[src/rtl/tcm_pkg.sv]
// Common TCM types, bus widths and config register offsets, imported by the TCM modules
package tcm_pkg;

    // ------------------------------------------------------------
    // Core bus widths
    // ------------------------------------------------------------
    localparam int ADDR_W = 32;
    localparam int DATA_W = 32;

    // ------------------------------------------------------------
    // Core memory interface encodings
    // ------------------------------------------------------------
    // Data port command
    typedef enum logic {
        MEM_CMD_RD = 1'b0,
        MEM_CMD_WR = 1'b1
    } mem_cmd_e;

    // Data port access width
    typedef enum logic [1:0] {
        MEM_WIDTH_BYTE  = 2'b00,
        MEM_WIDTH_HWORD = 2'b01,
        MEM_WIDTH_WORD  = 2'b10
    } mem_width_e;

    // Response code, same on both ports
    typedef enum logic [1:0] {
        MEM_RESP_NOTRDY = 2'b00,
        MEM_RESP_RDY_OK = 2'b01,
        MEM_RESP_RDY_ER = 2'b10
    } mem_resp_e;

    // Memory word seen either whole or as four byte lanes
    typedef union packed {
        logic [DATA_W-1:0]       word;
        logic [DATA_W/8-1:0][7:0] bytes;
    } tcm_word_u;

    // Configuration register offsets
    localparam logic [1:0] CFG_WP_LIMIT  = 2'd0;
    localparam logic [1:0] CFG_ERR_COUNT = 2'd1;

endpackage

[src/rtl/tcm_access_ctrl.sv]
// TCM access control: checks core requests, drives bank enables and registers responses
`timescale 1ns/10ps

module tcm_access_ctrl
    import tcm_pkg::*;
#(
    parameter int TCM_SIZE = 4096
) (
    input  logic                       clk,
    input  logic                       rst_n,
    // Core instruction port
    input  logic                       imem_req,
    input  logic [ADDR_W-1:0]          imem_addr,
    output logic                       imem_req_ack,
    output mem_resp_e                  imem_resp,
    output logic [DATA_W-1:0]          imem_rdata,
    // Core data port, control part
    input  logic                       dmem_req,
    input  mem_cmd_e                   dmem_cmd,
    input  logic [ADDR_W-1:0]          dmem_addr,
    output logic                       dmem_req_ack,
    output mem_resp_e                  dmem_resp,
    // Data lane
    input  logic                       misalign,
    input  logic [3:0]                 wr_mask,
    output logic [1:0]                 resp_offset,
    output logic [DATA_W-1:0]          bank_rdata,
    // Config block
    input  logic [ADDR_W-1:0]          wp_limit,
    output logic                       err_pulse,
    // Bank 0
    output logic                       bank0_rd_en,
    output logic [$clog2(TCM_SIZE)-4:0] bank0_rd_addr,
    input  logic [DATA_W-1:0]          bank0_rd_data,
    output logic                       bank0_rw_en,
    output logic                       bank0_rw_we,
    output logic [$clog2(TCM_SIZE)-4:0] bank0_rw_addr,
    output logic [3:0]                 bank0_rw_mask,
    input  logic [DATA_W-1:0]          bank0_rw_rdata,
    // Bank 1
    output logic                       bank1_rd_en,
    output logic [$clog2(TCM_SIZE)-4:0] bank1_rd_addr,
    input  logic [DATA_W-1:0]          bank1_rd_data,
    output logic                       bank1_rw_en,
    output logic                       bank1_rw_we,
    output logic [$clog2(TCM_SIZE)-4:0] bank1_rw_addr,
    output logic [3:0]                 bank1_rw_mask,
    input  logic [DATA_W-1:0]          bank1_rw_rdata
);

    // Top address bit inside the TCM picks the bank
    localparam int               BANK_BIT  = $clog2(TCM_SIZE) - 1;
    localparam logic [ADDR_W-1:0] TCM_LIMIT = ADDR_W'(TCM_SIZE);

    logic imem_ok;
    logic dmem_ok;
    logic dmem_wr;
    logic imem_bank_q;
    logic dmem_bank_q;

    // ------------------------------------------------------------
    // Request checks
    // ------------------------------------------------------------
    assign dmem_wr = (dmem_cmd == MEM_CMD_WR);

    // Fetch must be in range and word aligned
    assign imem_ok = imem_req && (imem_addr < TCM_LIMIT) && (imem_addr[1:0] == 2'b00);

    // Data must be in range, aligned, and writes above the protect limit
    assign dmem_ok = dmem_req && (dmem_addr < TCM_LIMIT) && !misalign
                  && !(dmem_wr && (dmem_addr < wp_limit));

    // One pulse per cycle with any rejected request
    assign err_pulse = (imem_req && !imem_ok) || (dmem_req && !dmem_ok);

    // Never stalls
    assign imem_req_ack = 1'b1;
    assign dmem_req_ack = 1'b1;

    // ------------------------------------------------------------
    // Bank control
    // ------------------------------------------------------------
    assign bank0_rd_en   = imem_ok && !imem_addr[BANK_BIT];
    assign bank1_rd_en   = imem_ok &&  imem_addr[BANK_BIT];
    assign bank0_rd_addr = imem_addr[BANK_BIT-1:2];
    assign bank1_rd_addr = imem_addr[BANK_BIT-1:2];

    assign bank0_rw_en   = dmem_ok && !dmem_addr[BANK_BIT];
    assign bank1_rw_en   = dmem_ok &&  dmem_addr[BANK_BIT];
    assign bank0_rw_we   = bank0_rw_en && dmem_wr;
    assign bank1_rw_we   = bank1_rw_en && dmem_wr;
    assign bank0_rw_addr = dmem_addr[BANK_BIT-1:2];
    assign bank1_rw_addr = dmem_addr[BANK_BIT-1:2];

    // Mask only reaches the bank being written
    assign bank0_rw_mask = bank0_rw_we ? wr_mask : 4'b0000;
    assign bank1_rw_mask = bank1_rw_we ? wr_mask : 4'b0000;

    // ------------------------------------------------------------
    // Response stage
    // ------------------------------------------------------------
    always_ff @(posedge clk or negedge rst_n) begin
        if (!rst_n) begin
            imem_resp   <= MEM_RESP_NOTRDY;
            dmem_resp   <= MEM_RESP_NOTRDY;
            imem_bank_q <= 1'b0;
            dmem_bank_q <= 1'b0;
        end else begin
            // Idle cycle answers not ready
            if (imem_req) begin
                imem_resp <= imem_ok ? MEM_RESP_RDY_OK : MEM_RESP_RDY_ER;
            end else begin
                imem_resp <= MEM_RESP_NOTRDY;
            end
            if (dmem_req) begin
                dmem_resp <= dmem_ok ? MEM_RESP_RDY_OK : MEM_RESP_RDY_ER;
            end else begin
                dmem_resp <= MEM_RESP_NOTRDY;
            end
            imem_bank_q <= imem_addr[BANK_BIT];
            dmem_bank_q <= dmem_addr[BANK_BIT];
        end
    end

    // Byte offset kept for the load shift
    always_ff @(posedge clk) begin
        resp_offset <= dmem_addr[1:0];
    end

    // Read word from the bank used one cycle earlier
    assign imem_rdata = imem_bank_q ? bank1_rd_data : bank0_rd_data;
    assign bank_rdata = dmem_bank_q ? bank1_rw_rdata : bank0_rw_rdata;

endmodule

[config.mk]
export PLATFORM = sky130hd
export DESIGN_NAME = tcm_access_ctrl
export DESIGN_NICKNAME = d
export VERILOG_FILES = /design/src/rtl/tcm_pkg.sv /design/src/rtl/tcm_access_ctrl.sv
export SDC_FILE = /design/constraint.sdc
export NUM_CORES = 1
export LEC_CHECK = 0
export BUFFER_PORTS_ARGS = -buffer_cell sky130_fd_sc_hd__buf_2
export CORE_AREA = 2 2 140 142
export DETAILED_ROUTE_END_ITERATION = 10
export DIE_AREA = 0 0 142 144
export SLEW_MARGIN = 20
export SYNTH_ARGS = -nofsm -noshare
export SYNTH_HDL_FRONTEND = slang
export SYNTH_SLANG_ARGS = --single-unit
[constraint.sdc]
create_clock -name clk -period 2.37 [get_ports clk]
set_input_delay 0.237 -clock clk [delete_from_list [all_inputs] [get_ports clk]]
set_output_delay 0.237 -clock clk [all_outputs]
set_load 0.02 [all_outputs]
==> qor.yml <==
logic_synthesis:
  ys_seq_area_frac: 0.0825
  ys_top_cells_by_count: "64 x mux2_2, 38 x buf_4, 35 x inv_1"
  synth_area_leaders: "mux2_2 31%, ha_1 17%, buf_4 12%, dfrtp_1 6.5%, inv_1 5.7%"
  yosys_warnings: 0
  async_reset_ff_frac: 0.750
  syn_area_um2: 2300
  synthCells: 268
  synth_top_area_cell: "mux2_2"
  syn-mean-instance-area_um2: 8.60
  yosysMostFrequentCell: "mux2_2"
  ys.flop_type: "dfrtp_1"
  ys_ff_latch: 8
  yosys.cell_types.count: 39
  synth-edff-count: 0
  synth_top_area_share: 0.313
critical_path:
  crit_path_end_kind: "output pin"
  endpoint: "bank0_rw_mask[2]"
  crit_family: "compound AO/OA/AOI/OAI gates"
  cp_num_buf_inv: 5
  path_class: "primary input to output pin"
  start_kind: "primary input"
  arrival_ps: 2130
  crit_required_ps: 2130
  crit_chain: "buf_2 -> inv_2 -> ha_4 -> nand4_1 -> buf_4 -> nor2_2 -> a221o_1 -> o31ai_4 -> buf_6 -> a211oi_2 -> buf_4"
  path_max_fanout: 7
  crit_path_frequent_cell: "buf_4"
  critPathMaxStageDelay_ps: 370
  path_depth: 11
  slowest_stage: "a221o_1"
  worstSetupStartpoint: "wp_limit[28]"
die:
  core-area_um2: 19100
  rows: 51
  die_h_um: 144
  initial_core_util: 0.121
  die_area_um2: 20400
  die_x_um: 142
  io-pin-count: 357
global_routing:
  grtUsageMet3: 0.0116
  grt_overflow: 0
  grt_first_pass_wirelength_um: 16000
  gr-usage-met1: 0.130
  grt_pass1_vias: 2838
  antenna_found_initial: 0
  grt_util_met2: 0.191
  grt_usage: 0.104
  grt_max_degree: 33
  busiest_layer: "met2"
timing:
  rsz0062_at_grt: "true"
  setup_viol: 0
  fmax_ghz: 0.423
  hold_viol_final: 0
  timing.final.crit_share: 0.997
  final_max_slew_viol_count: 0
  fin_crit_ps: 2360
route:
  vias: 3176
  drtIter0Drc: 48
  drc_errors: 0
  ant_nets: 0
  wl_per_cell_um: 15.7
  wirelength_um: 12800
  viasPerCell: 3.89
  drt-pass1-iter-count: 4
run:
  maxCapViolations: 0
pwr:
  vdd_drop_max_mv: 0.184
  leakagePower_nw: 2.45
  power_density_nw_per_um2: 270
clocking:
  cts.path.max_buffers: 2
  root_buffer: "clkbuf_16"
  cts_buffers: 3
  clkTransAtPathRegs_ps: 40
  cts_tree: "built"
  clock_sinks: 8
  htreeDepth: 1
placement:
  dp_hpwl_um: 11100
  gp_congestion: 0.815
  port_buffers: 327
  place_area_um2: 4050
layout:
  fin_util: 0.248
  nets: 844
  fin_area_um2: 4730
  areaGrowthSynthToFinish_pct: 105
  final_layout_size_suffix_gt1_frac: 0.815
hold_path:
  min_path_type: "primary input to register"
  holdPathStages: 1
run_status:
  status: "finished clean"
## how the worst min path moves through the flow
stage,startpoint,end,slack [ps]
after floorplan,rst_n,dmem_bank_q,-60
after global placement,rst_n,imem_resp[1],90
after detailed placement,rst_n,imem_resp[1],100
after CTS,dmem_addr[0],resp_offset[0],100
after global routing,dmem_addr[0],resp_offset[0],120
final,dmem_addr[0],resp_offset[0],110
## cell type report
cell class,instances,area (um^2)
Timing Repair Buffer,353,2000
Antenna cell,1,2.50
Clock buffer,4,78.8
Fill cell,2066,14300
Inverter,35,136
Sequential cell,8,190
Multi-Input combinational cell,178,2030
Tap cell,238,298
## kinds of logic after synthesis
kind of cell | Yosys count | synth area share
compound gates | 38 | 0.117
fa+ha+maj | 31 | 0.168
buf+inv | 83 | 0.201
flops | 8 | 0.0825
mux | 64 | 0.313
other cells | 1 | 0.00163
simple gates | 43 | 0.117
## timing repair
action | 4_1_cts | 5_1_grt
setup buffers | 0 | 6
hold buffers | 1 | 0
pin swaps | 6 | 30
endpoints found under the setup margin | 13 | 13
cloned | 0 | 1
hold endpoints to repair | 6 | 0
gates resized for setup | 13 | 94
## routing by layer
layer | vias up | routed length, um
met5 | - | 0
met3 | 5 | 876
met2 | 183 | 6620
met1 | 1433 | 5180
met4 | 0 | 110
li1 | 1555 | -
## flip-flops by register name, indices dropped and copies added (netlist names)
signal / count
dmem_resp: 2
imem_resp: 2
resp_offset: 2
dmem_bank_q: 1
imem_bank_q: 1
## metrics by stage
step	hold WS [ps]	worst slack (ps)	power [mW]	TNS, ps	cells
6_report	108	6.20	1.28	0	817
2_1_floorplan	-58.6	-52.3	0.576	-261	269
5_1_grt	116	-60.1	1.36	-490	816
4_1_cts	101	-15.8	1.22	-42.6	809
3_5_place_dp	99.0	-297	0.886	-2870	804
3_3_place_gp	94.4	-203	0.882	-1620	804
## layout by cell type (no fill, tap or decap), types with 4 or more instances in the layout
master and count:
buf_2 297, mux2_2 64, buf_4 31, inv_1 24, buf_6 24, ha_1 16, ha_4 15, inv_2 9
a211oi_2 8, a21oi_1 7, nand4_1 7, dfrtp_1 6, nand3_1 5, nand2_1 5, a21o_1 4, nor4_1 4
## power by group
group	switching, mW	internal [mW]
Clock	0.0800	0.225
Sequential	0.00144	0.142
Combinational	0.424	0.403
(Power assumes the default switching activity.)
