$ cat src/rtl/tcm_pkg.sv
// Common TCM types, bus widths and config register offsets, imported by the TCM modules
package tcm_pkg;

    // ------------------------------------------------------------
    // Core bus widths
    // ------------------------------------------------------------
    localparam int ADDR_W = 32;
    localparam int DATA_W = 32;

    // ------------------------------------------------------------
    // Core memory interface encodings
    // ------------------------------------------------------------
    // Data port command
    typedef enum logic {
        MEM_CMD_RD = 1'b0,
        MEM_CMD_WR = 1'b1
    } mem_cmd_e;

    // Data port access width
    typedef enum logic [1:0] {
        MEM_WIDTH_BYTE  = 2'b00,
        MEM_WIDTH_HWORD = 2'b01,
        MEM_WIDTH_WORD  = 2'b10
    } mem_width_e;

    // Response code, same on both ports
    typedef enum logic [1:0] {
        MEM_RESP_NOTRDY = 2'b00,
        MEM_RESP_RDY_OK = 2'b01,
        MEM_RESP_RDY_ER = 2'b10
    } mem_resp_e;

    // Memory word seen either whole or as four byte lanes
    typedef union packed {
        logic [DATA_W-1:0]       word;
        logic [DATA_W/8-1:0][7:0] bytes;
    } tcm_word_u;

    // Configuration register offsets
    localparam logic [1:0] CFG_WP_LIMIT  = 2'd0;
    localparam logic [1:0] CFG_ERR_COUNT = 2'd1;

endpackage

$ cat src/rtl/tcm_cfg_regs.sv
// TCM configuration registers: write-protect limit and saturating rejected-access counter
`timescale 1ns/10ps

module tcm_cfg_regs
    import tcm_pkg::*;
(
    input  logic              clk,
    input  logic              rst_n,
    // Host port
    input  logic              cfg_we,
    input  logic [1:0]        cfg_addr,
    input  logic [DATA_W-1:0] cfg_wdata,
    output logic [DATA_W-1:0] cfg_rdata,
    // Access control side
    input  logic              err_pulse,
    output logic [ADDR_W-1:0] wp_limit
);

    logic [DATA_W-1:0] err_count;
    logic              err_clr;

    // Any write to the count offset clears it
    assign err_clr = cfg_we && (cfg_addr == CFG_ERR_COUNT);

    // ------------------------------------------------------------
    // Write-protect limit
    // ------------------------------------------------------------
    always_ff @(posedge clk or negedge rst_n) begin
        if (!rst_n) begin
            wp_limit <= '0;
        end else if (cfg_we && (cfg_addr == CFG_WP_LIMIT)) begin
            wp_limit <= ADDR_W'(cfg_wdata);
        end
    end

    // ------------------------------------------------------------
    // Rejected-access counter
    // ------------------------------------------------------------
    always_ff @(posedge clk or negedge rst_n) begin
        if (!rst_n) begin
            err_count <= '0;
        end else if (err_clr) begin
            // Clear beats a pulse in the same cycle
            err_count <= '0;
        end else if (err_pulse && (err_count != '1)) begin
            err_count <= err_count + 1'b1;
        end
    end

    // Read mux, unused offsets give zero
    always_comb begin
        case (cfg_addr)
            CFG_WP_LIMIT:  cfg_rdata = DATA_W'(wp_limit);
            CFG_ERR_COUNT: cfg_rdata = err_count;
            default:       cfg_rdata = '0;
        endcase
    end

endmodule

$ cat config.mk
export PLATFORM = sky130hd
export DESIGN_NAME = tcm_cfg_regs
export DESIGN_NICKNAME = d
export VERILOG_FILES = /design/src/rtl/tcm_pkg.sv /design/src/rtl/tcm_cfg_regs.sv
export SDC_FILE = /design/constraint.sdc
export NUM_CORES = 1
export LEC_CHECK = 0
export ABC_AREA = 1
export BUFFER_PORTS_ARGS = -buffer_cell sky130_fd_sc_hd__clkbuf_2
export CAP_MARGIN = 40
export CORE_ASPECT_RATIO = 0.6
export CORE_UTILIZATION = 33
export DETAILED_ROUTE_END_ITERATION = 8
export PLACE_DENSITY = 0.65
export SETUP_SLACK_MARGIN = 0.02
export SLEW_MARGIN = 20
export SYNTH_ARGS = -nofsm -noshare
export SYNTH_HDL_FRONTEND = slang
export SYNTH_SLANG_ARGS = --single-unit
$ cat constraint.sdc
create_clock -name clk -period 2.2 [get_ports clk]
set_clock_uncertainty 0.15 [all_clocks]
set_input_delay 0.11 -clock clk [delete_from_list [all_inputs] [get_ports clk]]
set_output_delay 0.11 -clock clk [all_outputs]
set_load 0.03 [all_outputs]
==> flow_metrics.tcl, run 1 <==
set metrics [dict create \
    path_class "reg2reg" \
    cts.sinks 64 \
    swShare_pct 33.41 \
    syn2layout_area_growth_pct 35.51 \
    antenna_left 0 \
    grt_usage_pct 20.14 \
    p_per_area_nw_per_um2 755.8 \
    ys_ff_latch 64 \
    fin_cells 764 \
    yosysWarnings 0 \
    root_buffer "clkbuf_16" \
    htreeDepth 3 \
    row_count 29 \
    drt_iter0_drc 233 \
    multi_input_area_um2 1937 \
    p_seq_share_pct 38.0 \
    yosysSeqAreaShare_pct 42.68 \
    status "complete, no violations" \
    cts_buffers 9 \
    fillers 1034 \
    antennaDiodeCount 0 \
    clkPwrFrac_pct 37.3 \
    finalSetupTns_ps 0 \
    maxCapViolations 0 \
    wirelength_mm 11.29 \
    grt_pass1_wl_mm 18.63 \
    synth_fp_nets 518 \
    crit_arrival_ps 2110 \
    initial_core_util_pct 34.70 \
    die_w_um 139.7 \
    hpwl_mm 8.175 \
    post-cts-setup-buffer-count 0 \
    drive_gt1_share_pct 28.32 \
    dp.cells 715 \
    fmax_mhz 497.9 \
    rsz0062_at_grt "false" \
    clock_path_buffers 2 \
    die_h_um 84.60 \
    core_um2 10810 \
    antenna_found_initial 0 \
    start_kind "flop" \
    hold_violations 0 \
    endpoint_kind "flop" \
    overflow 0 \
    worst_skew_pair.late_latency_ps 330 \
    ir_drop_v 0.0005121 \
    p_leak_nw 2.405 \
    layout_min_cycle_time_ps 2008 \
    ys_types 23 \
    synthCells 479 \
    required_ps 2300 \
    die_area_um2 11820 \
    gp_congestion 0.9209 \
    final_cell_area_um2 5085 \
    drc_errors 0 \
    vias 3788 \
    finalCritPeriodShare_pct 91.29 \
    setup_viol 0 \
    hp-class "in2reg" \
    io_buffer_count 101 \
    relSlewSlack_pct 57.71 \
    placed_area_um2 4447 \
    switching_power_mw 1.284 \
    final_util_pct 47.03 \
    layout_setup_ws_ps 191.6 \
    avgSynthCellArea_um2 7.834 \
    cts_tree "yes" \
    grt_start_max_net_pins 65 \
    pre_cts_slack_ps 105.3 \
    combinationalPowerShare_pct 24.7 \
    synthesis.area_um2 3752 \
    internal_power_mw 2.559 \
    first_global_vias 3714 \
    wl_per_cell_um 14.77 \
    worstMarginPinSlew_ps 633.6 \
    final_nets 659 \
    crit_fanout 28 \
    pin_count 102 \
    clk_pin_slew_ps 60 \
    drv_slew 0 \
    ff_latch_area_um2 1602 \
    first_pass_iters 5 \
    routed_via_density 4.958 \
]
==> worst max-delay path: stages (launching register included) <==
cell and delay (ps):
dfrtp_1 420, ha_1 240, nand2_2 90, nor2_4 150, nand2_4 100, nor2_8 170
nand2_4 100, nand2_8 180, buf_4 170, nand3_1 60, o21ai_1 90
==> synthesized netlist by cell type <==
cell / n / area (um^2)
a22o_1: 6 / 52.55
inv_1: 33 / 123.9
inv_2: 3 / 11.26
buf_6: 3 / 33.78
nor2_1: 48 / 180.2
dfrtp_1: 64 / 1602
nor2_2: 1 / 6.260
nor2_8: 1 / 20.02
nand2_1: 147 / 551.8
buf_2: 3 / 15.01
buf_4: 1 / 7.510
ha_1: 1 / 12.51
nand2_4: 3 / 33.78
clkbuf_1: 9 / 33.78
mux2_2: 32 / 360.4
o21ai_1: 19 / 95.09
nand4_1: 5 / 31.28
nor2_4: 3 / 33.78
xor2_1: 12 / 105.1
o21ai_0: 29 / 145.1
nand2_2: 4 / 25.02
nand3_4: 1 / 17.52
nand3_1: 51 / 255.2
==> layer usage <==
layer | global-route usage [%] | vias to the layer above | routed length, um
met5 | 0 | - | 0
met4 | 3.996 | 0 | 70
met3 | 5.590 | 6 | 850
met2 | 31.20 | 150 | 4906
met1 | 28.17 | 1786 | 5461
li1 | - | 1846 | -
==> power groups by stage <==
stage                     logic [mW]  clock network (mW)  registers [mW]
final                          0.949                1.43            1.46
after floorplan                0.382                   0            1.68
after CTS                      0.949                1.46            1.46
after global placement         0.889                   0            1.47
after detailed placement       0.898                   0            1.48
after global routing            1.02                1.51            1.48
==> stage by stage <==
| step | hold WS [ps] | power (mW) |
|---|---|---|
| floorplan | -335.6 | 2.059 |
| global placement | 9.039 | 2.359 |
| detailed placement | 6.127 | 2.378 |
| CTS | 74.32 | 3.872 |
| global route | 136.7 | 4.013 |
| finish | 117.7 | 3.843 |
==> final timing paths <==
| check | start | endpoint | slack, ps | cells after the start |
|---|---|---|---|---|
| max in group asynchronous | rst_n | err_count[3]$_DFFE_PN0P_ | 1410 | 3 |
| min in group asynchronous | rst_n | wp_limit[22]$_DFFE_PN0P_ | 180 | 3 |
| min | err_pulse | err_count[8]$_DFFE_PN0P_ | 120 | 3 |
| max | err_count[0]$_DFFE_PN0P_ | err_count[17]$_DFFE_PN0P_ | 190 | 10 |
| min reg2reg | wp_limit[28]$_DFFE_PN0P_ | wp_limit[28]$_DFFE_PN0P_ | 380 | 1 |
| max reg2reg | err_count[0]$_DFFE_PN0P_ | err_count[17]$_DFFE_PN0P_ | 190 | 10 |
==> layout make-up <==
| cell class | instances | area share [%] |
|---|---|---|
| clock buffer | 11 | 4.774 |
| inverter | 36 | 2.657 |
| timing repair buffer | 146 | 18.45 |
| sequential | 64 | 31.50 |
| tap | 139 | 3.420 |
| multi-input combinational | 363 | 38.09 |
| clock inverter | 5 | 1.107 |
==> cell families after synthesis <==
family                   synth area share [%]
AND/OR/NAND/NOR                         30.78
AO/OA/AOI/OAI                           7.803
multiplexers                            9.603
XOR/XNOR                                2.801
adder cells (fa/ha/maj)                0.3334
buffers and inverters                   6.002
flip-flops                              42.68
==> flip-flops by register name, summed over array words and instances, names as in the netlist <==
name / cells
wp_limit: 32
err_count: 32
==> what timing repair did <==
item / CTS / global route
endpoints found under the hold margin: 96 / 0
hold buffers: 33 / 0
setup endpoints to repair: 0 / 13
resized for setup: 0 / 1
==> placed cells by master, fill, tap and decap left out <==
cell / n
a22o_1: 6
buf_12: 1
buf_4: 11
bufinv_16: 1
clkbuf_1: 1
clkbuf_16: 9
clkbuf_2: 101
clkbuf_8: 1
clkinv_2: 2
clkinv_4: 1
clkinvlp_4: 1
dfrtp_1: 64
dlygate4sd3_1: 33
ha_1: 1
inv_1: 33
inv_2: 3
mux2_2: 32
nand2_1: 147
nand2_2: 4
nand2_4: 2
nand2_8: 1
nand3_1: 51
nand3_4: 1
nand4_1: 5
nor2_1: 47
nor2_2: 2
nor2_4: 3
nor2_8: 1
o21ai_0: 29
o21ai_1: 19
xor2_1: 12
Note: power is estimated with default switching activity, not from simulation.
==> run 2: changes to the inputs <==
--- a/config.mk
+++ b/config.mk
@@ -12,6 +12,7 @@
 export CORE_UTILIZATION = 33
 export DETAILED_ROUTE_END_ITERATION = 8
 export PLACE_DENSITY = 0.65
+export RECOVER_POWER = 50
 export SETUP_SLACK_MARGIN = 0.02
 export SLEW_MARGIN = 20
 export SYNTH_ARGS = -nofsm -noshare
==> run 2 against run 1 <==
  * Cell area decreased by 0.42%
  * Sequential power about the same
  * Count of clock-buffer cells in the layout unchanged
  * Die area stayed put
  * Total power shrank 0.13%
  * Register-to-register slack hardly changed
  * Combinational power is 0.5% lower
  * Hold slack worse by 1.7 ps
  * Critical endpoint unchanged
  * Largest cell class unchanged
  * Highest routed layer unchanged
==> flow_metrics.tcl, run 2 (synthesis gave the netlist of run 1 again) <==
set metrics [dict create \
    status "complete, no violations" \
    fillers 1036 \
    hp-class "in2reg" \
    crit_slowest_cell "dfrtp_1" \
    drv_slew 0 \
    routed_via_density 4.996 \
    final_cell_mix "nand2_1, clkbuf_2, dfrtp_1, nand3_1, nor2_1" \
    cts.sinks 64 \
    relSlewSlack_pct 1.638 \
    maxCapViolations 0 \
    clock_path_buffers 2 \
    grt_usage_pct 20.14 \
    layout_min_cycle_time_ps 2010 \
    ir_drop_v 0.0005112 \
    grt_pass1_wl_mm 18.63 \
    start_kind "flop" \
    finalCritPeriodShare_pct 91.36 \
    initial_core_util_pct 34.70 \
    core_um2 10810 \
    finalSetupTns_ps 0 \
    root_buffer "clkbuf_16" \
    syn2layout_area_growth_pct 34.95 \
    vias 3817 \
    fmax_mhz 497.5 \
    final_nets 659 \
    pin_count 102 \
    fin_total_pwr_mw 3.838 \
    first_pass_iters 5 \
    crit_fanout 28 \
    hold_violations 0 \
    io_buffer_count 101 \
    antenna_found_initial 0 \
    die_w_um 139.7 \
    drive_gt1_share_pct 28.00 \
    wirelength_mm 11.31 \
    wl_per_cell_um 14.80 \
    path_class "reg2reg" \
    overflow 0 \
    die_h_um 84.60 \
    row_count 29 \
    worstMarginPinSlew_ps 1475 \
    setup_viol 0 \
    critPathMaxStageDelay_ps 420 \
    htreeDepth 3 \
    grt_start_max_net_pins 65 \
    largest_registers "err_count (32), wp_limit (32)" \
    endpoint_kind "flop" \
    crit_arrival_ps 2110 \
    cp_common_cell "nand2_4" \
    die_area_um2 11820 \
    p_leak_nw 2.396 \
    gp_congestion 0.9209 \
    first_global_vias 3714 \
    drc_errors 0 \
    worst_skew_pair.late_latency_ps 330 \
    cp_cell_sequence "ha_1, nand2_2, nor2_4, nand2_4, nor2_8, nand2_4, nand2_8, buf_4, nand3_1, o21ai_1" \
    cts_tree "yes" \
    cts_buffers 9 \
    post-cts-setup-buffer-count 0 \
    final_common_cell "nand2_1" \
    required_ps 2300 \
    antenna_left 0 \
    rsz0062_at_grt "false" \
    clk_pin_slew_ps 60 \
    p_per_area_nw_per_um2 758.0 \
    drt_iter0_drc 295 \
    antennaDiodeCount 0 \
    hpwl_mm 8.175 \
]
[run 2: cell count changes in the layout (fill, tap and decap cells not counted), sizes merged]
cell / previous run / this run
buf: 12 / 11
clkbuf: 112 / 113
[run 2: per-stage QoR]
stage | hold WS, ps | worst slack [ps] | cells | utilization (%) | area, um^2
after floorplan | -335.6 | 470.9 | 479 | - | 3752
after global placement | 9.039 | 193.9 | 715 | 41.12 | 4447
after detailed placement | 6.127 | 105.3 | 715 | 41.12 | 4447
after CTS | 74.32 | 79.53 | 764 | 46.95 | 5076
after global routing | 136.7 | 48.16 | 764 | 46.83 | 5064
final | 116.1 | 190.0 | 764 | 46.83 | 5064
[run 2: power by group]
group	total (mW)	switching (mW)	internal, mW	leakage (nW)
registers	1.46	0.139	1.32	0.821
logic	0.944	0.617	0.327	1.43
clock network	1.43	0.527	0.906	0.145
[run 2: layout make-up]
class / count / area, um^2 / share of cell area (%)
Sequential cell: 64 / 1602 / 31.63
Timing Repair Buffer: 146 / 919.6 / 18.16
Tap cell: 139 / 173.9 / 3.435
Multi-Input combinational cell: 363 / 1934 / 38.20
Clock inverter: 5 / 56.30 / 1.112
Inverter: 36 / 135.1 / 2.669
Clock buffer: 11 / 242.7 / 4.794
[run 2: critical path, delay by kind of cell, from the launching register on]
| kind | cells | cell delay (ps) |
|---|---|---|
| simple gates | 7 | 850 |
| compound gates | 1 | 90 |
| buf+inv | 1 | 170 |
| fa+ha+maj | 1 | 240 |
| flops | 1 | 420 |
[run 2: final timing paths]
path	startpoint	end	slack, ps	cells after the start
max in group asynchronous	rst_n	wp_limit[8]$_DFFE_PN0P_	390	3
min	err_pulse	err_count[8]$_DFFE_PN0P_	120	3
min reg2reg	wp_limit[28]$_DFFE_PN0P_	wp_limit[28]$_DFFE_PN0P_	380	1
max reg2reg	err_count[0]$_DFFE_PN0P_	err_count[17]$_DFFE_PN0P_	190	10
max	err_count[0]$_DFFE_PN0P_	err_count[17]$_DFFE_PN0P_	190	10
min in group asynchronous	rst_n	err_count[16]$_DFFE_PN0P_	630	3
[run 2: layer usage]
layer / share of wire [%] / track usage (%) / vias up
met1: 48 / 28.17 / 1789
met3: 8.3 / 5.590 / 8
met5: 0 / 0 / -
met4: 0.71 / 3.996 / 0
met2: 43 / 31.20 / 169
li1: - / - / 1851
[run 2: repair_timing]
| item | in CTS | in global routing |
|---|---|---|
| hold endpoints to repair | 96 | 0 |
| hold buffers | 33 | 0 |
| endpoints found under the setup margin | 0 | 13 |
| resized for setup | 0 | 1 |
==> run 3: changes to the inputs <==
==> constraint.sdc (replaced) <==
create_clock -name clk -period 2.13 [get_ports clk]
set_clock_uncertainty 0.15 [all_clocks]
set_input_delay 0.1065 -clock clk [delete_from_list [all_inputs] [get_ports clk]]
set_output_delay 0.1065 -clock clk [all_outputs]
set_load 0.03 [all_outputs]
==> run 3 against run 2 <==
  * Hold slack worse by 18 ps
  * Register-to-register slack about the same
  * Final cell count is the same
  * Maximum frequency increased by 3.2%
  * Global-route usage shrank 0.19 points
  * Wire length fell by 1.7%
==> flow_metrics.tcl, run 3 (synthesis gave the netlist of run 1 again) <==
set metrics [dict create \
    status "complete, no violations" \
    cts_buffers 9 \
    internal_power_mw 2.756 \
    crit_arrival_ps 2050 \
    drt_iter0_drc 299 \
    drive_gt1_share_pct 28.32 \
    combinationalPowerShare_pct 24.5 \
    grt_usage_pct 19.95 \
    die_area_um2 11820 \
    required_ps 2230 \
    switching_power_mw 1.303 \
    layout_min_cycle_time_ps 1947 \
    wl_met1_mm 5.511 \
    final_nets 659 \
    clock_path_buffers 2 \
    grt_start_max_net_pins 65 \
    grt_pass1_wl_mm 18.30 \
    worst_skew_pair.late_latency_ps 330 \
    maxCapViolations 0 \
    fmax_mhz 513.5 \
    p_seq_share_pct 37.2 \
    root_buffer "clkbuf_16" \
    worstMarginPinSlew_ps 903.7 \
    syn2layout_area_growth_pct 35.98 \
    die_h_um 84.60 \
    pin_count 102 \
    ir_drop_v 0.0004362 \
    endpoint_kind "flop" \
    p_per_area_nw_per_um2 795.6 \
    final_common_cell "nand2_1" \
    cts_tree "yes" \
    fin_cells 764 \
    hold_violations 0 \
    die_w_um 139.7 \
    p_leak_nw 2.412 \
    vias 3748 \
    relSlewSlack_pct 39.75 \
    finalSetupTns_ps 0 \
    io_buffer_count 101 \
    antennaDiodeCount 0 \
    dp.cells 713 \
    first_global_vias 3620 \
    rsz0062_at_grt "false" \
    routed_via_density 4.906 \
    core_um2 10810 \
    finalCritPeriodShare_pct 91.42 \
    path_class "reg2reg" \
    wirelength_mm 11.12 \
    antenna_left 0 \
    overflow 0 \
    fillers 1055 \
    setup_viol 0 \
    swShare_pct 32.10 \
    drc_errors 0 \
    wl_per_cell_um 14.56 \
    htreeDepth 3 \
    cts.sinks 64 \
    start_kind "flop" \
    hpwl_mm 8.059 \
    route.top_layer_used "met4" \
    hp-class "in2reg" \
    antenna_found_initial 0 \
    final_cell_mix "nand2_1, clkbuf_2, dfrtp_1, nand3_1, nor2_1" \
    row_count 29 \
    gp_congestion 0.9182 \
    largest_registers "err_count (32), wp_limit (32)" \
    first_pass_iters 5 \
    initial_core_util_pct 34.70 \
    route.met2.wl_mm 4.752 \
    crit_fanout 19 \
    clkPwrFrac_pct 38.3 \
    clk_pin_slew_ps 50 \
    wl_met3_um 774 \
    drv_slew 0 \
]
==> run 3: cell types whose count changed in the layout (fill, tap and decap cells not counted), sizes merged <==
cell	change
clkinv	-2
clkinvlp	-1
buf	-1
clkbuf	+4
==> run 3: final timing paths <==
path / from / to / slack, ps / cells past startpoint
worst max register to register: err_count[1]$_DFFE_PN0P_ / err_count[18]$_DFFE_PN0P_ / 180 / 10
worst min-delay path: err_pulse / err_count[28]$_DFFE_PN0P_ / 100 / 4
min in group asynchronous: rst_n / wp_limit[22]$_DFFE_PN0P_ / 400 / 3
worst max-delay path: err_count[1]$_DFFE_PN0P_ / err_count[18]$_DFFE_PN0P_ / 180 / 10
max in group asynchronous: rst_n / err_count[0]$_DFFE_PN0P_ / 800 / 3
worst min register to register: wp_limit[3]$_DFFE_PN0P_ / wp_limit[3]$_DFFE_PN0P_ / 380 / 1
==> run 3: final cells by class <==
class | count | area, um^2 | area share (%)
Clock inverter | 2 | 35.03 | 0.6866
Timing Repair Buffer | 146 | 934.6 | 18.32
Sequential cell | 64 | 1603 | 31.41
Multi-Input combinational cell | 363 | 1937 | 37.96
Clock buffer | 14 | 284.0 | 5.566
Tap cell | 139 | 173.9 | 3.409
Inverter | 36 | 135.1 | 2.648
==> run 3: per-stage QoR <==
stage / worst slack, ps / cell area [um^2] / utilization [%] / hold WS (ps) / power (mW)
detailed placement: 103.4 / 4444 / 41.10 / 6.839 / 2.456
CTS: 65.27 / 5094 / 47.11 / 84.71 / 4.072
finish: 182.7 / 5102 / 47.19 / 98.22 / 4.060
floorplan: 400.9 / 3752 / - / -339.1 / 2.127
global route: 35.33 / 5102 / 47.19 / 108.2 / 4.231
global placement: 215.0 / 4444 / 41.10 / 3.753 / 2.442
==> run 3: timing repair <==
item	4_1_cts	5_1_grt
endpoints found under the setup margin	0	27
resized for setup	0	3
endpoints found under the hold margin	96	0
hold buffers	33	0
buffers inserted	0	2
==> run 3: worst max-delay path: stages, from the launching register on <==
cell,delay [ps]
dfrtp_1,400
ha_2,240
nand2_2,80
nor2_4,150
nand2_4,100
nor2_8,170
nand2_4,100
nand2_8,130
buf_12,160
nand3_1,80
o21ai_1,90
==> run 3: routing by layer <==
metal,up-vias,track usage [%]
met5,-,0
met1,1751,28.15
met2,133,30.52
met3,10,5.362
li1,1854,-
met4,0,4.496
==> run 3: power by group through the flow <==
stage | clock network [mW] | logic [mW] | registers (mW)
2_1_floorplan | 0 | 0.395 | 1.73
3_3_place_gp | 0 | 0.922 | 1.52
3_5_place_dp | 0 | 0.927 | 1.53
4_1_cts | 1.58 | 0.979 | 1.51
5_1_grt | 1.64 | 1.06 | 1.53
6_report | 1.55 | 0.994 | 1.51
