<file path="src/rtl/tcm_pkg.sv">
// Common TCM types, bus widths and config register offsets, imported by the TCM modules
package tcm_pkg;

    // ------------------------------------------------------------
    // Core bus widths
    // ------------------------------------------------------------
    localparam int ADDR_W = 32;
    localparam int DATA_W = 32;

    // ------------------------------------------------------------
    // Core memory interface encodings
    // ------------------------------------------------------------
    // Data port command
    typedef enum logic {
        MEM_CMD_RD = 1'b0,
        MEM_CMD_WR = 1'b1
    } mem_cmd_e;

    // Data port access width
    typedef enum logic [1:0] {
        MEM_WIDTH_BYTE  = 2'b00,
        MEM_WIDTH_HWORD = 2'b01,
        MEM_WIDTH_WORD  = 2'b10
    } mem_width_e;

    // Response code, same on both ports
    typedef enum logic [1:0] {
        MEM_RESP_NOTRDY = 2'b00,
        MEM_RESP_RDY_OK = 2'b01,
        MEM_RESP_RDY_ER = 2'b10
    } mem_resp_e;

    // Memory word seen either whole or as four byte lanes
    typedef union packed {
        logic [DATA_W-1:0]       word;
        logic [DATA_W/8-1:0][7:0] bytes;
    } tcm_word_u;

    // Configuration register offsets
    localparam logic [1:0] CFG_WP_LIMIT  = 2'd0;
    localparam logic [1:0] CFG_ERR_COUNT = 2'd1;

endpackage

</file>
<file path="src/rtl/tcm_data_lane.sv">
// Data port lane logic for the TCM: store replication, byte enables, alignment and load shift
`timescale 1ns/10ps

module tcm_data_lane
    import tcm_pkg::*;
(
    // Request side
    input  mem_width_e        dmem_width,
    input  logic [1:0]        dmem_addr_lo,
    input  logic [DATA_W-1:0] dmem_wdata,
    output logic [DATA_W-1:0] wr_data,
    output logic [3:0]        wr_mask,
    output logic              misalign,
    // Response side
    input  logic [1:0]        resp_offset,
    input  logic [DATA_W-1:0] bank_rdata,
    output logic [DATA_W-1:0] dmem_rdata
);

    tcm_word_u src_w;
    tcm_word_u rep_w;

    // ------------------------------------------------------------
    // Store path
    // ------------------------------------------------------------
    always_comb begin
        src_w.word = dmem_wdata;
        rep_w.word = src_w.word;
        wr_mask    = 4'b1111;
        misalign   = 1'b0;
        case (dmem_width)
            MEM_WIDTH_BYTE: begin
                // Low byte copied to every lane
                for (int i = 0; i < 4; i++) begin
                    rep_w.bytes[i] = src_w.bytes[0];
                end
                wr_mask = 4'b0001 << dmem_addr_lo;
            end
            MEM_WIDTH_HWORD: begin
                // Low halfword into both halves
                for (int i = 0; i < 4; i++) begin
                    rep_w.bytes[i] = src_w.bytes[i % 2];
                end
                wr_mask  = 4'b0011 << {dmem_addr_lo[1], 1'b0};
                misalign = dmem_addr_lo[0];
            end
            MEM_WIDTH_WORD: begin
                misalign = |dmem_addr_lo;
            end
            default: begin
                // Unknown width, reject as misaligned
                wr_mask  = 4'b0000;
                misalign = 1'b1;
            end
        endcase
    end

    assign wr_data = rep_w.word;

    // ------------------------------------------------------------
    // Load path
    // ------------------------------------------------------------
    // Addressed lane moved down to bit 0, core does sign extension
    assign dmem_rdata = bank_rdata >> {resp_offset, 3'b000};

endmodule

</file>
<file path="config.mk">
export PLATFORM = sky130hd
export DESIGN_NAME = tcm_data_lane
export DESIGN_NICKNAME = d
export VERILOG_FILES = /design/src/rtl/tcm_pkg.sv /design/src/rtl/tcm_data_lane.sv
export SDC_FILE = /design/constraint.sdc
export NUM_CORES = 1
export LEC_CHECK = 0
export BUFFER_PORTS_ARGS = -buffer_cell sky130_fd_sc_hd__buf_2
export CAP_MARGIN = 25
export CORE_MARGIN = 8
export CORE_UTILIZATION = 34
export DETAILED_ROUTE_END_ITERATION = 12
export GPL_ROUTABILITY_DRIVEN = 0
export GPL_TIMING_DRIVEN = 0
export PLACE_DENSITY = 0.9
export SYNTH_ARGS = -nofsm -noshare
export SYNTH_HDL_FRONTEND = slang
export SYNTH_SLANG_ARGS = --single-unit
export TNS_END_PERCENT = 30
</file>
<file path="constraint.sdc">
create_clock -name vclk -period 1.35
set_clock_uncertainty 0.1 [all_clocks]
set_input_delay 0.27 -clock vclk [all_inputs]
set_output_delay 0.27 -clock vclk [all_outputs]
set_load 0.05 [all_outputs]
</file>
==> results of run 1 <==
## stage by stage
stage / setup slack (ns) / utilization / instances / TNS, ns / cell area (um^2)
CTS: -0.161 / 0.955 / 335 / -3.91 / 2890
detailed placement: -0.410 / 0.703 / 331 / -11.93 / 2130
floorplan: -0.216 / - / 151 / -3.48 / 1390
global placement: -0.422 / 0.703 / 331 / -11.64 / 2130
## synthesized netlist by cell type, types with 6 or more instances
library cell	number	area, um^2
o21ai_0	9	45.0
buf_2	6	30.0
a211oi_1	8	60.1
a21oi_1	14	70.1
buf_6	6	67.6
mux2_2	16	180
o21ai_1	8	40.0
nand2_1	17	63.8
buf_4	9	67.6
nor2_1	11	41.3
and2_1	8	50.1
mux2i_1	25	250
## repair_timing
action                                 4_1_cts
gates cloned                                 4
pin swaps                                    5
endpoints found under the hold margin        0
resized for setup                          173
setup endpoints to repair                   59
## cells by family after synthesis
kind of cell | synth area share
AND/OR/NAND/NOR | 0.228
multiplexers | 0.402
AO/OA/AOI/OAI | 0.208
buffers and inverters | 0.161
==> results.yml, run 1 <==
run_status:
  run_status: "stopped before the end"
  haltStage: "5_1_grt"
  error_line: "[ERROR DPL-0038] Utilization greater than 100%, impossible to legalize"
floorplanning:
  number_of_cell_rows: 20
  boundary_pins: 139
  floorplan.die.height_um: 72.1
  initial_core_util: 0.353
  die_w_um: 72.1
placement:
  hpwl_um: 4570
  portBuffers: 136
synthesis:
  post_synth.cell_area_avg_um2: 7.08
  synth.yosys.seq_area_share: 0
  number_of_nets_produced_by_synthesis: 221
  yosys_warnings: 0
  synth_area_mm2: 0.00107
  synthDistinctLibCells: 19
  post_synthesis_cells: 151
clock_network:
  holdBufCountCts: 0
  cts_setup_buffers: 0
sta:
  endpoint_type: "top-level output"
  worstEndpointGrtRepair: "dmem_rdata[1]"
grt:
  grt_max_degree: 11
==> run 2: changes to the inputs <==
--- a/config.mk
+++ b/config.mk
@@ -7,12 +7,12 @@
 export LEC_CHECK = 0
 export BUFFER_PORTS_ARGS = -buffer_cell sky130_fd_sc_hd__buf_2
 export CAP_MARGIN = 25
-export CORE_MARGIN = 8
-export CORE_UTILIZATION = 34
+export CORE_AREA = 8 8 69 71
 export DETAILED_ROUTE_END_ITERATION = 12
+export DIE_AREA = 0 0 77 79
 export GPL_ROUTABILITY_DRIVEN = 0
 export GPL_TIMING_DRIVEN = 0
-export PLACE_DENSITY = 0.9
+export PLACE_DENSITY_LB_ADDON = 0.15
 export SYNTH_ARGS = -nofsm -noshare
 export SYNTH_HDL_FRONTEND = slang
 export SYNTH_SLANG_ARGS = --single-unit
==> run 2 against run 1 <==
Net effect: the flow now finishes, with violations (negative setup slack); synthesized cell count stayed put; synthesized area stayed put.
==> results.yml, run 2 <==
clock_network:
  holdBufCountCts: 0
synthesis:
  post_synth.cell_area_avg_um2: 7.08
  post_synthesis_cells: 151
  synthesized_area_fraction_occupied_by_adder_cells: 0
  synthDistinctLibCells: 19
  synth_xor_area_frac: 0
  synth_area_mm2: 0.00107
  netlist.top_cell.by_area: "mux2i_1"
  number_of_nets_produced_by_synthesis: 221
  netlist_top_cells_count: "mux2i_1, nand2_1, mux2_2"
  synth.yosys.seq_area_share: 0
  yosys_warnings: 0
  synthMuxAreaShare: 0.402
  synth_compound_area_frac: 0.208
  area_fraction_in_and_or_nand_and_nor_cells_after_synthesis: 0.228
  ys_top_cells_by_area: "mux2i_1, mux2_2, a21oi_1"
  combinational_family_with_the_most_area_after_synthesis: "multiplexers"
  synthDominantCellAreaShare: 0.234
  yosys.cell_count.top_type: "mux2i_1"
floorplanning:
  floorplan.die.height_um: 79
  core-area_mm2: 0.00380
  boundary_pins: 139
  initial_core_util: 0.282
  number_of_cell_rows: 23
  die_area_mm2: 0.00608
  die_w_um: 77
worst_setup_path:
  crit_arrival_ns: 1.14
  critical_path_class: "primary input to output port"
  path_max_fanout: 5
  cp-end-kind: "output port"
  timing.critical_path.required_ns: 0.98
  startpoint_type_of_the_worst_setup_path: "primary input"
cells_and_area:
  final_nets: 365
  layout.cells.non_filler: 343
  mostFrequentLayoutCells: "buf_2, buf_6, buf_4, nand2_1, mux2i_1"
  nFillCells: 254
  postLayoutCellArea_mm2: 0.00302
  flow.area_growth_from_synthesis_pct: 183
  clockBufferCount: 0
  layout-drive-gt1-share: 0.846
  n_antenna_cell: 0
  flops_and_latches: 0
  layout.area.seq_um2: 0
  post-route-util: 0.796
  mostFrequentLayoutCell: "buf_2"
route:
  post_drt_wl_per_cell_um: 19.4
  drt_wl_total_um: 6650
  drtIter0Drc: 37
  vias_per_cell: 5.17
  highest_layer: "met4"
  met2_wirelength_um: 3560
  route.detailed.drc: 0
  route.layer.met1.wl_um: 2380
  route.vias.total: 1775
  ant_nets: 0
  met3_length_um: 623
  drt_first_pass_iters: 5
placement:
  dpl-instance-area_mm2: 0.00214
  portBuffers: 136
  placement.setup.worst_slack_ns: -0.532
  numPlacedInstances: 337
  hpwl_um: 4320
sta:
  timing.final.crit_share: 1.12
  worst_slew_margin_rel: 0.786
  period_minus_slack_ns: 1.51
  slew_viol_final: 0
  setup_slack_after_layout_ns: -0.157
  grt_setup_unrepaired: "yes"
  tightestPinTransition_ns: 0.312
  fmaxAchievable_mhz: 664
  setup_viol_count_final: 57
  finalHoldViolations: 0
min_path:
  end_point_of_the_most_critical_hold_path: "wr_data[31]"
  worst_hold_path_type: "primary input to output port"
  hold_depth: 4
  worst_hold_startpoint: "dmem_wdata[31]"
job:
  timing.max_cap.violations: 0
power_and_ir_drop:
  power_density_mw_per_mm2: 569
  power.static_leakage_nw: 1.39
  worst_ir_drop_vdd_mv: 0.311
grt:
  grt_antenna_before_repair: 0
  grt_usage: 0.192
  grt_overflow_total: 0
  global_route_wire_length_before_repair_um: 9840
  grt_max_degree: 11
  first_global_vias: 1968
run_status:
  run_status: "finished, violations left"
  violations: "negative setup slack"
==> run 2: logic make-up (layout without fill, tap and decap cells) <==
group	count (synthesis)	after routing
buffers and inverters	23	165
AND/OR/NAND/NOR	47	47
AO/OA/AOI/OAI	40	40
multiplexers	41	41
==> run 2: stage by stage <==
stage               hold slack (ns)  power [mW]  TNS [ns]
floorplan                     0.607       0.976     -3.48
global placement              0.846        1.29    -13.40
detailed placement            0.852        1.29    -13.34
CTS                           0.780        1.63     -4.64
global route                  0.800        1.79     -6.18
finish                        0.777        1.72     -4.68
==> run 2: area by class of cell <==
class,count,area (um^2),area share
repair buffers,142,1210,0.399
plain buffers,22,299,0.0989
well taps,50,62.6,0.0207
multi-input cells,128,1450,0.480
inverters,1,3.75,0.00124
==> run 2: worst max-delay path by stage <==
stage	end	from	cells past startpoint	slack, ns
2_1_floorplan	dmem_rdata[17]	resp_offset[1]	3	-0.22
3_3_place_gp	dmem_rdata[25]	resp_offset[1]	5	-0.54
3_5_place_dp	dmem_rdata[24]	resp_offset[1]	5	-0.53
4_1_cts	dmem_rdata[1]	resp_offset[1]	6	-0.15
5_1_grt	dmem_rdata[5]	resp_offset[1]	5	-0.16
6_report	dmem_rdata[5]	resp_offset[1]	5	-0.16
==> run 2: what timing repair did <==
action,CTS,global route
setup buffers,0,2
endpoints found under the setup margin,59,56
cloned,4,0
resized for setup,165,37
pin swaps,11,6
==> run 2: worst max-delay path: stages <==
cell and delay, ns:
buf_12 0.12, bufbuf_16 0.28, a211oi_4 0.26, a21oi_4 0.05
buf_6 0.16
==> run 2: layer usage <==
layer / global-route usage / up-vias
met5: 0 / -
met4: 0.0151 / 0
met3: 0.0621 / 10
met2: 0.395 / 101
met1: 0.187 / 854
li1: - / 810
==> run 2: report_power, final <==
part / internal [mW] / leakage (nW) / switching (mW)
registers: 0 / 0 / 0
logic: 0.702 / 1.39 / 1.02
clock network: 0 / 0 / 0
total: 0.702 / 1.39 / 1.02
(Power assumes the default switching activity.)
==> run 3: changes to the inputs <==
--- a/config.mk
+++ b/config.mk
@@ -12,8 +12,8 @@
 export DIE_AREA = 0 0 77 79
 export GPL_ROUTABILITY_DRIVEN = 0
 export GPL_TIMING_DRIVEN = 0
-export PLACE_DENSITY_LB_ADDON = 0.15
+export PLACE_DENSITY = 0.84
 export SYNTH_ARGS = -nofsm -noshare
 export SYNTH_HDL_FRONTEND = slang
 export SYNTH_SLANG_ARGS = --single-unit
-export TNS_END_PERCENT = 30
+export TNS_END_PERCENT = 1
==> run 3 against run 2 <==
Net effect: the flow still finishes with violations (negative setup slack); first-iteration DRC count rose by 54%; core utilization is 1.8 points lower; clock-buffer cell count did not move; combinational power about the same; global-route usage grew 4.0 points; via count shrank 2.0%; final cell count shrank 0.58%; sequential cell count is the same; sequential share of layout area unchanged; routed wire length is 14% higher; total power fell by 0.30%; non-clock buffer count decreased by 2; critical path type unchanged.
==> results.yml, run 3 (synthesized netlist as in run 2, its figures left out) <==
placement:
  portBuffers: 136
  numPlacedInstances: 337
  placement.setup.worst_slack_ns: -0.428
  dpl-instance-area_mm2: 0.00202
  hpwl_um: 4600
floorplanning:
  boundary_pins: 139
  die_area_mm2: 0.00608
  floorplan.die.height_um: 79
  die_w_um: 77
  initial_core_util: 0.282
  number_of_cell_rows: 23
  core-area_mm2: 0.00380
route:
  drt_first_pass_iters: 4
  route.detailed.drc: 0
  drt_wl_total_um: 7570
  post_drt_wl_per_cell_um: 22.2
  drtIter0Drc: 57
  vias_per_cell: 5.10
  route.vias.total: 1739
  ant_nets: 0
cells_and_area:
  clockBufferCount: 0
  final_nets: 363
  mostFrequentLayoutCells: "buf_2, buf_6, buf_4, o21ai_2, mux2i_1"
  layout.area.seq_um2: 0
  flops_and_latches: 0
  nFillCells: 245
  postLayoutCellArea_mm2: 0.00296
  layout-drive-gt1-share: 0.863
  layout.cells.non_filler: 341
  flow.area_growth_from_synthesis_pct: 176
  mostFrequentLayoutCell: "buf_2"
  n_antenna_cell: 0
job:
  timing.max_cap.violations: 0
power_and_ir_drop:
  power_density_mw_per_mm2: 581
  power.static_leakage_nw: 1.37
  worst_ir_drop_vdd_mv: 0.386
grt:
  global_route_wire_length_before_repair_um: 11300
  first_global_vias: 2028
  grt_max_degree: 11
  grt_overflow_total: 0
  grt_usage: 0.232
  grt_antenna_before_repair: 0
worst_setup_path:
  critPathSlowestCell: "bufbuf_16"
  worst-path-buf-inv: 3
  crit_arrival_ns: 1.15
  timing.critical_path.required_ns: 0.98
  critical_path_class: "primary input to output port"
  crit_chain: "buf_12 -> bufbuf_16 -> a211oi_4 -> a21oi_4 -> buf_6"
  cpPeakStageDelay_ns: 0.28
  startpoint_type_of_the_worst_setup_path: "primary input"
  cp-end-kind: "output port"
  path_max_fanout: 5
  critical-path-top-delay-family: "buffers and inverters"
sta:
  timing.final.crit_share: 1.12
  tightestPinTransition_ns: 0.336
  worst_slew_margin_rel: 0.770
  setup_viol_count_final: 51
  finalHoldViolations: 0
  grt_setup_unrepaired: "yes"
  slew_viol_final: 0
  fmaxAchievable_mhz: 660
  setup_slack_after_layout_ns: -0.165
  period_minus_slack_ns: 1.52
run_status:
  run_status: "finished, violations left"
  violations: "negative setup slack"
min_path:
  worst_hold_path_type: "primary input to output port"
==> run 3: cell count changes in the layout (fill, tap and decap cells not counted), moves of 2 or more <==
cell / delta
nor2_2: +3
nor2b_2: +2
buf_12: -2
nand2_2: +2
nor2_1: -2
buf_4: +3
nand2_1: -3
o21ai_2: +3
buf_6: -2
o21ai_4: -3
==> run 3: worst paths after layout <==
check	from	endpoint	slack (ns)	cells past startpoint
worst max-delay path	resp_offset[1]	dmem_rdata[3]	-0.17	5
worst min-delay path	dmem_wdata[29]	wr_data[29]	0.78	4
==> run 3: layout make-up <==
cell class | instances | area, um^2 | share of cell area
well taps | 50 | 62.6 | 0.0212
inverters | 1 | 3.75 | 0.00127
multi-input cells | 128 | 1430 | 0.483
repair buffers | 140 | 1170 | 0.398
plain buffers | 22 | 285 | 0.0965
==> run 3: routing by layer <==
metal	GRT usage	wire length, um	up-vias
li1	-	-	813
met1	0.200	2440	843
met2	0.499	4580	67
met3	0.0519	336	16
met4	0.0811	217	0
met5	0	0	-
==> run 3: per-stage QoR <==
step	utilization	TNS (ns)	power, mW	hold slack (ns)
floorplan	-	-7.71	0.934	0.607
detailed placement	0.532	-15.20	1.25	0.851
CTS	0.753	-4.39	1.63	0.805
global placement	0.532	-14.37	1.23	0.846
global route	0.778	-6.22	1.77	0.801
finish	0.778	-4.91	1.72	0.782
==> run 3: power by group <==
group / switching (mW) / internal [mW]
logic: 1.03 / 0.682
registers: 0 / 0
clock network: 0 / 0
==> run 3: repair_timing <==
action,in CTS,in global routing
gates cloned,4,0
setup endpoints to repair,61,57
hold endpoints to repair,0,0
hold buffers,0,0
pin swaps,12,9
buffers inserted,0,0
resized for setup,195,26
==> run 4: changes to the inputs <==
--- a/config.mk
+++ b/config.mk
@@ -5,6 +5,7 @@
 export SDC_FILE = /design/constraint.sdc
 export NUM_CORES = 1
 export LEC_CHECK = 0
+export ABC_AREA = 1
 export BUFFER_PORTS_ARGS = -buffer_cell sky130_fd_sc_hd__buf_2
 export CAP_MARGIN = 25
 export CORE_AREA = 8 8 69 71
@@ -12,7 +13,7 @@
 export DIE_AREA = 0 0 77 79
 export GPL_ROUTABILITY_DRIVEN = 0
 export GPL_TIMING_DRIVEN = 0
-export PLACE_DENSITY = 0.84
+export PLACE_DENSITY = 0.88
 export SYNTH_ARGS = -nofsm -noshare
 export SYNTH_HDL_FRONTEND = slang
 export SYNTH_SLANG_ARGS = --single-unit
==> run 4 against run 3 <==
Net effect: the flow still finishes with violations (negative setup slack); sequential cell count unchanged; first-iteration DRC count increased by 130%; clock-buffer cell count unchanged.
==> results.yml, run 4 <==
power_and_ir_drop:
  worst_ir_drop_vdd_mv: 0.340
  power_density_mw_per_mm2: 589
  seq_power_share: 0
  clock_group_share_of_total_power: 0
  switchingPower_mw: 1.00
  share_comb_of_total_power: 1.000
  internal_power_summed_over_all_cells_mw: 0.538
  power_mw: 1.54
  power.share.switching: 0.651
  power.static_leakage_nw: 1.59
route:
  drt_wl_total_um: 7640
  drt_first_pass_iters: 6
  route.detailed.drc: 0
  drtIter0Drc: 131
  ant_nets: 0
  route.vias.total: 2348
  vias_per_cell: 5.14
  post_drt_wl_per_cell_um: 16.7
clock_network:
  holdBufCountCts: 0
synthesis:
  ys_top_cells_by_area: "nand2_1, nand3_1, inv_1"
  netlist.top_cell.by_area: "nand2_1"
  netlist_top_cells_count: "nand2_1, nand3_1, inv_1"
  post_synth.cell_area_avg_um2: 4.42
  synthDistinctLibCells: 14
  synth_area_mm2: 0.00118
  yosys.cell_count.top_type: "nand2_1"
  synthDominantCellAreaShare: 0.388
  number_of_nets_produced_by_synthesis: 337
  yosys_warnings: 0
  synth.yosys.seq_area_share: 0
  post_synthesis_cells: 267
cells_and_area:
  mostFrequentLayoutCells: "nand2_1, buf_2, buf_6, nand3_1, inv_1"
  flops_and_latches: 0
  post-route-util: 0.688
  layout.area.seq_um2: 0
  mostFrequentLayoutCell: "nand2_1"
  clockBufferCount: 0
  flow.area_growth_from_synthesis_pct: 121
  layout-drive-gt1-share: 0.506
  n_antenna_cell: 0
  final_nets: 479
worst_setup_path:
  timing.critical_path.required_ns: 0.98
  cp-end-kind: "output port"
  critical_path_class: "primary input to output port"
  crit_arrival_ns: 1.12
  path_max_fanout: 10
  startpoint_type_of_the_worst_setup_path: "primary input"
grt:
  global_route_wire_length_before_repair_um: 10900
  grt_antenna_before_repair: 0
  first_global_vias: 2269
  grt_overflow_total: 0
  grt_usage: 0.212
  grt_max_degree: 11
sta:
  setup_viol_count_final: 29
  finalHoldViolations: 0
  period_minus_slack_ns: 1.49
  tightestPinTransition_ns: 0.257
  fmaxAchievable_mhz: 670
  timing.final.crit_share: 1.10
  setup_slack_after_layout_ns: -0.142
  worst_slew_margin_rel: 0.830
  grt_setup_unrepaired: "yes"
  slew_viol_final: 0
floorplanning:
  number_of_cell_rows: 23
  floorplan.die.height_um: 79
  die_w_um: 77
  die_area_mm2: 0.00608
  initial_core_util: 0.311
  core-area_mm2: 0.00380
  boundary_pins: 139
placement:
  portBuffers: 136
  hpwl_um: 5200
run_status:
  run_status: "finished, violations left"
  violations: "negative setup slack"
min_path:
  worst_hold_path_type: "primary input to output port"
job:
  timing.max_cap.violations: 0
## run 4: kinds of logic after synthesis
family | Yosys count | synth area share
compound gates | 14 | 0.0593
buf+inv | 63 | 0.269
simple gates | 190 | 0.672
## run 4: power by group through the flow
stage                     clock network [mW]  logic (mW)  registers, mW
after floorplan                            0       0.909              0
after global placement                     0        1.22              0
after detailed placement                   0        1.24              0
after CTS                                  0        1.46              0
after global routing                       0        1.61              0
final                                      0        1.54              0
## run 4: what timing repair did
action,CTS,global route
endpoints found under the setup margin,61,57
resized for setup,138,35
pin swaps,3,10
hold endpoints to repair,0,0
buffers inserted,1,0
gates cloned,3,0
## run 4: cell type report
cell class,count,area (um^2)
multi-input cells,205,1050
well taps,50,62.6
fillers,290,1180
repair buffers,139,1090
inverters,37,156
plain buffers,26,256
## run 4: path summary, 6_finish.rpt
| path | start | to | slack, ns | cells past startpoint |
|---|---|---|---|---|
| worst max-delay path | dmem_width[1] | wr_data[14] | -0.14 | 5 |
| worst min-delay path | dmem_wdata[31] | wr_data[31] | 0.79 | 4 |
## run 4: routing by layer
layer | track usage | up-vias | share of wire
met4 | 0.0472 | 0 | 0.026
met5 | 0 | - | 0
met2 | 0.413 | 205 | 0.49
li1 | - | 1095 | -
met1 | 0.200 | 1026 | 0.34
met3 | 0.0926 | 22 | 0.14
## run 4: worst max-delay path, stage by stage
cell and delay (ns):
buf_6 0.13, buf_4 0.18, o21ai_0 0.23, nand2_1 0.13, buf_6 0.18
## run 4: metrics by stage
stage          hold WS [ns]  instance area [um^2]  setup slack [ns]  setup TNS, ns  instances
2_1_floorplan         0.607                  1310            -0.200          -5.34        267
3_3_place_gp          0.826                  2050            -0.308          -9.94        453
3_5_place_dp          0.827                  2050            -0.311         -10.25        453
4_1_cts               0.793                  2500           -0.0831         -0.843        457
5_1_grt               0.811                  2620            -0.160          -2.07        457
6_report              0.794                  2620            -0.142         -0.884        457
